File: config.mk
export PLATFORM = sky130hd
export DESIGN_NAME = obi_rsp_encoder
export DESIGN_NICKNAME = d
export VERILOG_FILES = /design/src/obi_mem_pkg.sv /design/src/obi_rsp_encoder.sv
export VERILOG_INCLUDE_DIRS = /design/src /design/src/src
export SDC_FILE = /design/constraint.sdc
export NUM_CORES = 1
export LEC_CHECK = 0
export BUFFER_PORTS_ARGS = -buffer_cell sky130_fd_sc_hd__buf_2
export CAP_MARGIN = 10
export CORE_MARGIN = 2
export CORE_UTILIZATION = 30
export DETAILED_ROUTE_END_ITERATION = 16
export GPL_TIMING_DRIVEN = 0
export PLACE_DENSITY = 0.81
export SLEW_MARGIN = 10
export SYNTH_ARGS = -nofsm -noshare
export SYNTH_HDL_FRONTEND = slang
export SYNTH_SLANG_ARGS = --single-unit
export TNS_END_PERCENT = 50
File: constraint.sdc
create_clock -name vclk -period 1.5
set_input_delay 0.225 -clock vclk [all_inputs]
set_output_delay 0.225 -clock vclk [all_outputs]
set_load 0.005 [all_outputs]
File: src/obi_mem_config.svh
`ifndef OBI_MEM_CONFIG_SVH
`define OBI_MEM_CONFIG_SVH

// --------------------------------------------------
// Bus widths
// --------------------------------------------------
// Byte address of the address phase
`define OBI_ADDR_WIDTH 32
// Read and write data
`define OBI_DATA_WIDTH 32

// --------------------------------------------------
// Integrity check widths
// --------------------------------------------------
// Four address byte parities, four wdata byte parities, one for we and be
`define OBI_ACHK_WIDTH 9
// Four rdata byte parities plus the err parity
`define OBI_RCHK_WIDTH 5

// Depth of the word array, which covers byte addresses 0 to 1023
`define OBI_MEM_WORDS 256

`endif

File: src/obi_mem_pkg.sv
`default_nettype none
`include "obi_mem_config.svh"

package obi_mem_pkg;

    // --------------------------------------------------
    // Derived sizes
    // --------------------------------------------------
    // One byte enable per data byte
    localparam int BE_WIDTH = `OBI_DATA_WIDTH / 8;
    // Bits needed to index one word of the array
    localparam int WORD_IDX_WIDTH = $clog2(`OBI_MEM_WORDS);
    // First byte address past the end of the array
    localparam logic [`OBI_ADDR_WIDTH-1:0] MEM_BYTE_LIMIT = `OBI_MEM_WORDS * BE_WIDTH;

    // --------------------------------------------------
    // Encodings
    // --------------------------------------------------
    typedef enum logic {
        OP_READ,
        OP_WRITE
    } mem_op_e;

    // Outcome of the request check, carried down to the response
    typedef enum logic [1:0] {
        RSP_OK,
        RSP_ACHK_FAULT,
        RSP_RANGE_FAULT
    } rsp_kind_e;

    // --------------------------------------------------
    // Pipeline payloads
    // --------------------------------------------------
    // Address phase as it arrives at the top level
    typedef struct packed {
        logic [`OBI_ADDR_WIDTH-1:0] addr;
        logic                       we;
        logic [BE_WIDTH-1:0]        be;
        logic [`OBI_DATA_WIDTH-1:0] wdata;
        logic [`OBI_ACHK_WIDTH-1:0] achk;
    } obi_req_t;

    // Checked request, stage 1 to stage 2
    typedef struct packed {
        logic                      valid;
        mem_op_e                   op;
        logic [WORD_IDX_WIDTH-1:0] word_idx;
        logic [BE_WIDTH-1:0]       be;
        logic [`OBI_DATA_WIDTH-1:0] wdata;
        rsp_kind_e                 kind;
    } obi_stage_t;

    // Array result, stage 2 to stage 3
    typedef struct packed {
        logic                       valid;
        logic [`OBI_DATA_WIDTH-1:0] rdata;
        rsp_kind_e                  kind;
    } obi_rsp_t;

endpackage

`default_nettype wire

File: src/obi_rsp_encoder.sv
`timescale 1ns/10ps
`default_nettype none
`include "obi_mem_config.svh"

module obi_rsp_encoder (
    input  obi_mem_pkg::obi_rsp_t       rsp_i,
    output logic                        rvalid_o,
    output logic                        rvalidpar_o,
    output logic [`OBI_DATA_WIDTH-1:0]  rdata_o,
    output logic                        err_o,
    output logic [`OBI_RCHK_WIDTH-1:0]  rchk_o,
    output logic                        alert_minor_o
);

    logic err;
    logic range_fault;

    // --------------------------------------------------
    // Response fields
    // --------------------------------------------------
    // rready is tied high, so the response is never held
    assign rvalid_o    = rsp_i.valid;
    // Inverted copy of rvalid
    assign rvalidpar_o = ~rsp_i.valid;
    assign rdata_o     = rsp_i.rdata;

    // Any fault kind is a bus error
    assign err         = rsp_i.valid && (rsp_i.kind != obi_mem_pkg::RSP_OK);
    assign err_o       = err;

    // --------------------------------------------------
    // Response check bits
    // --------------------------------------------------
    always_comb begin
        rchk_o = '0;
        // One even parity bit per rdata byte
        for (int i = 0; i < obi_mem_pkg::BE_WIDTH; i++) begin
            rchk_o[i] = ^rsp_i.rdata[8*i +: 8];
        end
        // Top bit covers err
        rchk_o[`OBI_RCHK_WIDTH-1] = err;
    end

    // --------------------------------------------------
    // Minor alert
    // --------------------------------------------------
    // Pulses with rvalid of an out-of-range response
    assign range_fault   = rsp_i.valid && (rsp_i.kind == obi_mem_pkg::RSP_RANGE_FAULT);
    assign alert_minor_o = range_fault;

endmodule

`default_nettype wire
# ---- Word-level counts from Yosys, hierarchy flattened
# Cells that the tools add are included.
dict set report op_classes {
  reduce_logical 7
  n_bitwise 1
  n_eq_ne 1
}
# cell n
set op_table {}
lappend op_table {{XOR reduction 8 bit} 4}
lappend op_table {{== test 2 bit, second input constant} 1}
lappend op_table {{logical AND 1 bit} 2}
lappend op_table {{nonzero test 2 bit} 1}
lappend op_table {{NOT 1 bit} 1}
dict set report totals {
  output_inout_bits 41
  ff_bits 0
  elab_cells 9
}

# ---- Logic depth before layout (Yosys ltp)
# Gate-level depths: netlist (run 1).
dict set report logic_depth {
  depth_word 2
  depth_mapped 3
  depth_no_buf 3
}

# ---- Worst setup path after synthesis (run 1)
# No wires, ideal clock.
dict set report synth_path {
  kind {input port to output port}
  from {input rsp_i[9] (netlist bit)}
  to {output rchk_o[0]}
  required_ns 1.275
  t_arrival_ns 0.694
  slack_ns 0.581
  stages 3
  cell_sequence {xor2_1 -> xnor2_1 -> xnor2_1}
}
dict set report synth_between {
  elab_chain_len 1
}
# item line_no
set synth_rtl {}
lappend synth_rtl {{start: declaration} obi_rsp_encoder.sv:6} ;# input obi_mem_pkg::obi_rsp_t rsp_i,
lappend synth_rtl {{XOR reduction 8 bit} obi_rsp_encoder.sv:38} ;# rchk_o[i] = ^rsp_i.rdata[8*i +: 8];
lappend synth_rtl {{end: declaration} obi_rsp_encoder.sv:11} ;# output logic [`OBI_RCHK_WIDTH-1:0] rchk_o,
# No other way between the ends.

# ---- Worst setup path in the final report (run 1)
# Same ends and word-level chain as after synthesis.

==> flow_metrics.tcl, run 1 <==
set metrics [dict create \
    tightestPinTransition_ns 0.1815 \
    max-slew-margin-rel_pct 87.81 \
    setup-violations-final 0 \
    die_y_um 45.61 \
    cts_resized 0 \
    cp_num_buf_inv 2 \
    detail_route.iter0.violations 0 \
    num-fill-cells 160 \
    clkPwrFrac_pct 0 \
    grt.total_usage_pct 11.24 \
    drt_drc_violations_left 0 \
    gp_congestion 0.6565 \
    grt_first_pass_wirelength_mm 1.856 \
    route.detailed.wl_per_inst_um 8.654 \
    totalNegativeSetupSlack_ns 0 \
    row_count 15 \
    dpl_worst_slack_ns 0.3019 \
    mappedNetlistNets 101 \
    cpLargestDelayFamily "XOR/XNOR gates" \
    post_synth_fa_ha_maj_area_fraction_pct 0 \
    synth-seq-area-share_pct 0 \
    area_growth_pct 77.35 \
    drtAntennaViolNets 0 \
    post_synth_xor_area_fraction_pct 47.23 \
    seq_area_sq_um 0 \
    final.min_clock_period_ns 1.175 \
    seq_cell_count 0 \
    timing.setup.critical_path_class "primary input to output port" \
    seq_power_share_pct 0 \
    first_global_vias 508 \
    period_utilization_post_route_pct 78.31 \
    worst_path_max_delay_cell "sky130_fd_sc_hd__xnor2_1" \
    initial_utilization_pct 31.09 \
    syn-instance-count 66 \
    final.clkbuf_count 0 \
    vias 625 \
    final.setup.worst_slack_ns 0.3253 \
    global_route.overflow_total 0 \
    die_width_um 45.61 \
    run_status "complete, no violations" \
    netSwitchingPower_w 0.0001361 \
    drv_cap 0 \
    crit_path_start_kind "primary input" \
    power.internal_w 0.0002288 \
    max_stage_delay_ns 0.19 \
    proportion_of_synthesized_area_in_mux_cells_pct 0 \
    largest_net_degree_at_the_start_of_global_routing 4 \
    holdWs_ns 0.6931 \
    post_cts_hold_buffer_count 0 \
    core_area_sq_um 1670 \
    p_sw_share_pct 37.29 \
    io_pins 76 \
    fin_nets 179 \
    arrival_ns 0.95 \
    final_layout_size_suffix_gt1_share_pct 77.46 \
    routed_via_density 3.931 \
    yosys.area_share.simple_pct 2.892 \
    grt_antenna_before_repair 0 \
    power_per_cell_area_nw_per_um2 396.3 \
    ir_drop_mv 0.1989 \
    critical_path_cell_list "buf_2 > xor2_1 > xnor2_1 > xnor2_1 > buf_2" \
    clock.fmax_mhz 851.3 \
    synth_top_family_by_area "buffers and inverters" \
    min-delay-path-class "primary input to output port" \
    die_area_sq_um 2080 \
    dr.pass1.iters 1 \
    timing_max_transition_violations_final 0 \
    part_of_the_total_power_dissipated_in_combinational_logic_pct 100.0 \
    diodes 0 \
    timing_hold_violations_final 0 \
    crit_fanout 2 \
    synth_cell_area_sq_um 519.2 \
    placement.io_buffers 76 \
    unrepaired_setup_endpoints_after_global_routing "false" \
    synth_cell_types 6 \
    ys_warn_count 0 \
    leakage_nw 0.5417 \
    crit_required_ns 1.27 \
    critPathCaptureType "output port" \
    sum_of_net_half_perimeters_after_detailed_placement_mm 1.375 \
    routed_wl_mm 1.376 \
    avgSynthCellArea_sq_um 7.867 \
    cts_setup_buffers 0 \
    synth_compound_gate_area_share_pct 0 \
]
## logic make-up after synthesis
family,after synthesis
AND/OR/NAND/NOR,3
XOR/XNOR,28
buffers and inverters,35
## worst paths after layout
check	startpoint	to	slack, ns	cells past startpoint
max	rsp_i[9]	rchk_o[0]	0.33	5
min	rsp_i[0]	alert_minor_o	0.69	3
## routing by layer
metal	track usage [%]	part of all wire, %	wire (um)	vias up
met5	0	0	0	-
met4	0	0	0	0
met3	1.984	14	191	0
met2	25.63	58	792	43
met1	10.12	28	392	265
li1	-	-	-	317
## Yosys cell counts, drive strengths merged
master | number | area share [%]
buf | 34 | 49
inv | 1 | 0.72
nor2 | 2 | 1.4
nor3b | 1 | 1.4
xnor2 | 24 | 40
xor2 | 4 | 6.7
## worst min-delay path, delay by kind of cell
kind	cells	cell delay, ns
simple gates	1	0.04
buf+inv	2	0.20
## final cells by class
type,instances,area [sq um],area share [%]
timing repair buffer,76,380.4,41.30
multi-input combinational,31,260.3,28.26
buffer,34,255.2,27.72
tap,17,21.27,2.310
inverter,1,3.754,0.4076
## cells in the final DEF (no fill, tap or decap)
cell | netlist | final
sky130_fd_sc_hd__xnor2_1 | 24 | 24
sky130_fd_sc_hd__xor2_1 | 4 | 4
sky130_fd_sc_hd__nor3b_1 | 1 | 1
sky130_fd_sc_hd__buf_4 | 34 | 34
sky130_fd_sc_hd__buf_2 | 0 | 76
sky130_fd_sc_hd__inv_1 | 1 | 1
sky130_fd_sc_hd__nor2_1 | 2 | 2
## power groups by stage
| stage | Clock, W | Sequential [W] | Combinational (W) |
|---|---|---|---|
| 2_1_floorplan | 0 | 0 | 0.000209 |
| 6_report | 0 | 0 | 0.000365 |
| 4_1_cts | 0 | 0 | 0.000372 |
| 3_5_place_dp | 0 | 0 | 0.000372 |
| 5_1_grt | 0 | 0 | 0.000400 |
| 3_3_place_gp | 0 | 0 | 0.000364 |
## metrics by stage
| step | area [sq um] | total power, W | util (%) | std cells |
|---|---|---|---|---|
| global route | 920.9 | 0.0004004 | 55.13 | 159 |
| floorplan | 519.2 | 0.0002087 | - | 66 |
| global placement | 920.9 | 0.0003635 | 55.13 | 159 |
| detailed placement | 920.9 | 0.0003716 | 55.13 | 159 |
| CTS | 920.9 | 0.0003725 | 55.13 | 159 |
| finish | 920.9 | 0.0003649 | 55.13 | 159 |
Note: power is estimated with default switching activity, not from simulation.
==> run 2, diff against run 1 <==
--- a/config.mk
+++ b/config.mk
@@ -6,13 +6,14 @@
 export SDC_FILE = /design/constraint.sdc
 export NUM_CORES = 1
 export LEC_CHECK = 0
+export ABC_AREA = 1
 export BUFFER_PORTS_ARGS = -buffer_cell sky130_fd_sc_hd__buf_2
 export CAP_MARGIN = 10
+export CORE_ASPECT_RATIO = 1.75
 export CORE_MARGIN = 2
 export CORE_UTILIZATION = 30
 export DETAILED_ROUTE_END_ITERATION = 16
 export GPL_TIMING_DRIVEN = 0
-export PLACE_DENSITY = 0.81
 export SLEW_MARGIN = 10
 export SYNTH_ARGS = -nofsm -noshare
 export SYNTH_HDL_FRONTEND = slang
==> constraint.sdc (replaced) <==
create_clock -name vclk -period 1.1
set_input_delay 0.165 -clock vclk [all_inputs]
set_output_delay 0.165 -clock vclk [all_outputs]
set_load 0.005 [all_outputs]
==> run 2 against run 1 <==
  * Global-route usage increased by 0.45 points
  * Cell count increased by 120%
  * Wire length increased by 59%
  * Critical endpoint is now rchk_o[3]
  * Final area increased by 54%
  * Sequential cell count unchanged
  * Largest cell class unchanged
  * Sequential share of layout area unchanged
  * First-iteration DRC count increased by 19
  * Synthesized cell count increased to 3.4 times the previous value
  * Power increased by 44%
==> flow_metrics.tcl, run 2 <==
set metrics [dict create \
    min_path_cells 3 \
    mappedNetlistNets 262 \
    final.setup.worst_slack_ns 0.1341 \
    max_stage_delay_ns 0.12 \
    critPathCaptureType "output port" \
    setup-violations-final 0 \
    seq_power_share_pct 0 \
    routed_wl_mm 2.192 \
    diodes 0 \
    crit_required_ns 0.94 \
    final.clkbuf_count 0 \
    clock.fmax_mhz 1035 \
    grt_antenna_before_repair 0 \
    final.min_clock_period_ns 0.9659 \
    timing.setup.critical_path_class "primary input to output port" \
    dr.pass1.iters 4 \
    detail_route.iter0.violations 19 \
    cts_resized 0 \
    avgSynthCellArea_sq_um 4.316 \
    final_area_sq_um 1414 \
    io_pins 76 \
    unrepaired_setup_endpoints_after_global_routing "false" \
    clkPwrFrac_pct 0 \
    die_y_um 79.60 \
    max-slew-margin-rel_pct 94.60 \
    critical_path_cell_list "buf_2 > inv_1 > nand2_1 > nand2_1 > nand2_1 > nand2_1 > nand2_1 > nand2_1 > buf_2" \
    yosys-top-cells-count "sky130_fd_sc_hd__nand2_1, sky130_fd_sc_hd__buf_4, sky130_fd_sc_hd__inv_1" \
    post-synth-top-area-cell "sky130_fd_sc_hd__nand2_1" \
    largest_net_degree_at_the_start_of_global_routing 5 \
    p_sw_share_pct 49.29 \
    part_of_the_total_power_dissipated_in_combinational_logic_pct 100.0 \
    cts_setup_buffers 0 \
    die_area_sq_um 3757 \
    placement.cell_area_sq_um 1414 \
    synth.top_cell.area_share_pct 60.92 \
    dpl_worst_slack_ns 0.1254 \
    syn-instance-count 227 \
    period_utilization_post_route_pct 87.81 \
    global_route.overflow_total 0 \
    die_width_um 47.20 \
    netlist_top_cells_area "sky130_fd_sc_hd__nand2_1, sky130_fd_sc_hd__buf_4, sky130_fd_sc_hd__inv_1" \
    first_global_vias 1082 \
    timing_hold_violations_final 0 \
    initial_utilization_pct 31.18 \
    synth-seq-area-share_pct 0 \
    drv_cap 0 \
    vias 1362 \
    critical_path.most_common_cell "sky130_fd_sc_hd__nand2_1" \
    grt_first_pass_wirelength_mm 3.705 \
    crit_fanout 4 \
    seq_area_sq_um 0 \
    gp_congestion 0.6983 \
    worst_path_max_delay_cell "sky130_fd_sc_hd__buf_2" \
    drt_drc_violations_left 0 \
    power.internal_w 0.0002658 \
    final_layout_size_suffix_gt1_share_pct 36.30 \
    tightestPinTransition_ns 0.08075 \
    leakage_nw 1.107 \
    run_status "complete, no violations" \
    timing.hold.worst.start "rsp_i[0]" \
    num-fill-cells 386 \
    seq_cell_count 0 \
    grt.total_usage_pct 11.69 \
    crit_path_start_kind "primary input" \
    layout.cells.most_common "sky130_fd_sc_hd__nand2_1" \
    power_per_cell_area_nw_per_um2 370.7 \
    synthMostInstantiatedCell "sky130_fd_sc_hd__nand2_1" \
    routed_via_density 3.936 \
    route.detailed.wl_per_inst_um 6.335 \
    placement.io_buffers 76 \
    ys_warn_count 0 \
    hold_end "alert_minor_o" \
    post_cts_hold_buffer_count 0 \
    arrival_ns 0.80 \
    core_area_sq_um 3142 \
    area_growth_pct 44.32 \
    fin_nets 340 \
    netSwitchingPower_w 0.0002583 \
    row_count 27 \
    synth_cell_area_sq_um 979.7 \
    drtAntennaViolNets 0 \
    min-delay-path-class "primary input to output port" \
    synth_cell_types 4 \
    sum_of_net_half_perimeters_after_detailed_placement_mm 2.047 \
    ir_drop_mv 0.1517 \
    final_cell_mix "sky130_fd_sc_hd__nand2_1, sky130_fd_sc_hd__buf_2, sky130_fd_sc_hd__buf_4" \
    totalNegativeSetupSlack_ns 0 \
    timing_max_transition_violations_final 0 \
]
==> run 2: kinds of logic (layout without fill, tap and decap cells) <==
group | Yosys count | in the layout | share of synthesized area [%]
buf+inv | 67 | 143 | 38.70
simple gates | 160 | 160 | 61.30
==> run 2: worst max-delay path, delay by kind of cell <==
| kind | cells | cell delay [ns] |
|---|---|---|
| buffers and inverters | 3 | 0.30 |
| AND/OR/NAND/NOR | 6 | 0.34 |
==> run 2: how the worst max path moves through the flow <==
stage	from	to	cells past startpoint
finish	rsp_i[30]	rchk_o[3]	9
global route	rsp_i[16]	rchk_o[1]	9
CTS	rsp_i[30]	rchk_o[3]	9
detailed placement	rsp_i[30]	rchk_o[3]	9
global placement	rsp_i[24]	rchk_o[2]	9
floorplan	rsp_i[6]	rchk_o[0]	7
==> run 2: area by class of cell <==
cell class                 instances  area (sq um)  area share (%)
inverter                          33         123.9           8.761
multi-input combinational        160         600.6           42.48
tap                               43         53.80           3.805
buffer                            34         255.2           18.05
timing repair buffer              76         380.4           26.90
==> run 2: per-layer routing <==
layer	track usage [%]	share of wire, %	vias to the layer above
met2	23.56	51	49
met1	13.24	41	545
li1	-	-	768
met4	0	0	0
met5	0	0	-
met3	0.4525	8.0	0
==> run 2: power groups by stage <==
stage	logic [W]	clock network, W	registers (W)
after floorplan	0.000315	0	0
after global placement	0.000529	0	0
after detailed placement	0.000533	0	0
after CTS	0.000534	0	0
after global routing	0.000614	0	0
final	0.000524	0	0
==> run 2: per-stage QoR <==
stage / power [W] / hold slack [ns] / cells / util [%]
global route: 0.0006140 / 0.5862 / 346 / 45.00
finish: 0.0005242 / 0.5683 / 346 / 45.00
detailed placement: 0.0005328 / 0.5642 / 346 / 45.00
global placement: 0.0005291 / 0.5665 / 346 / 45.00
floorplan: 0.0003150 / 0.3565 / 227 / -
CTS: 0.0005344 / 0.5656 / 346 / 45.00
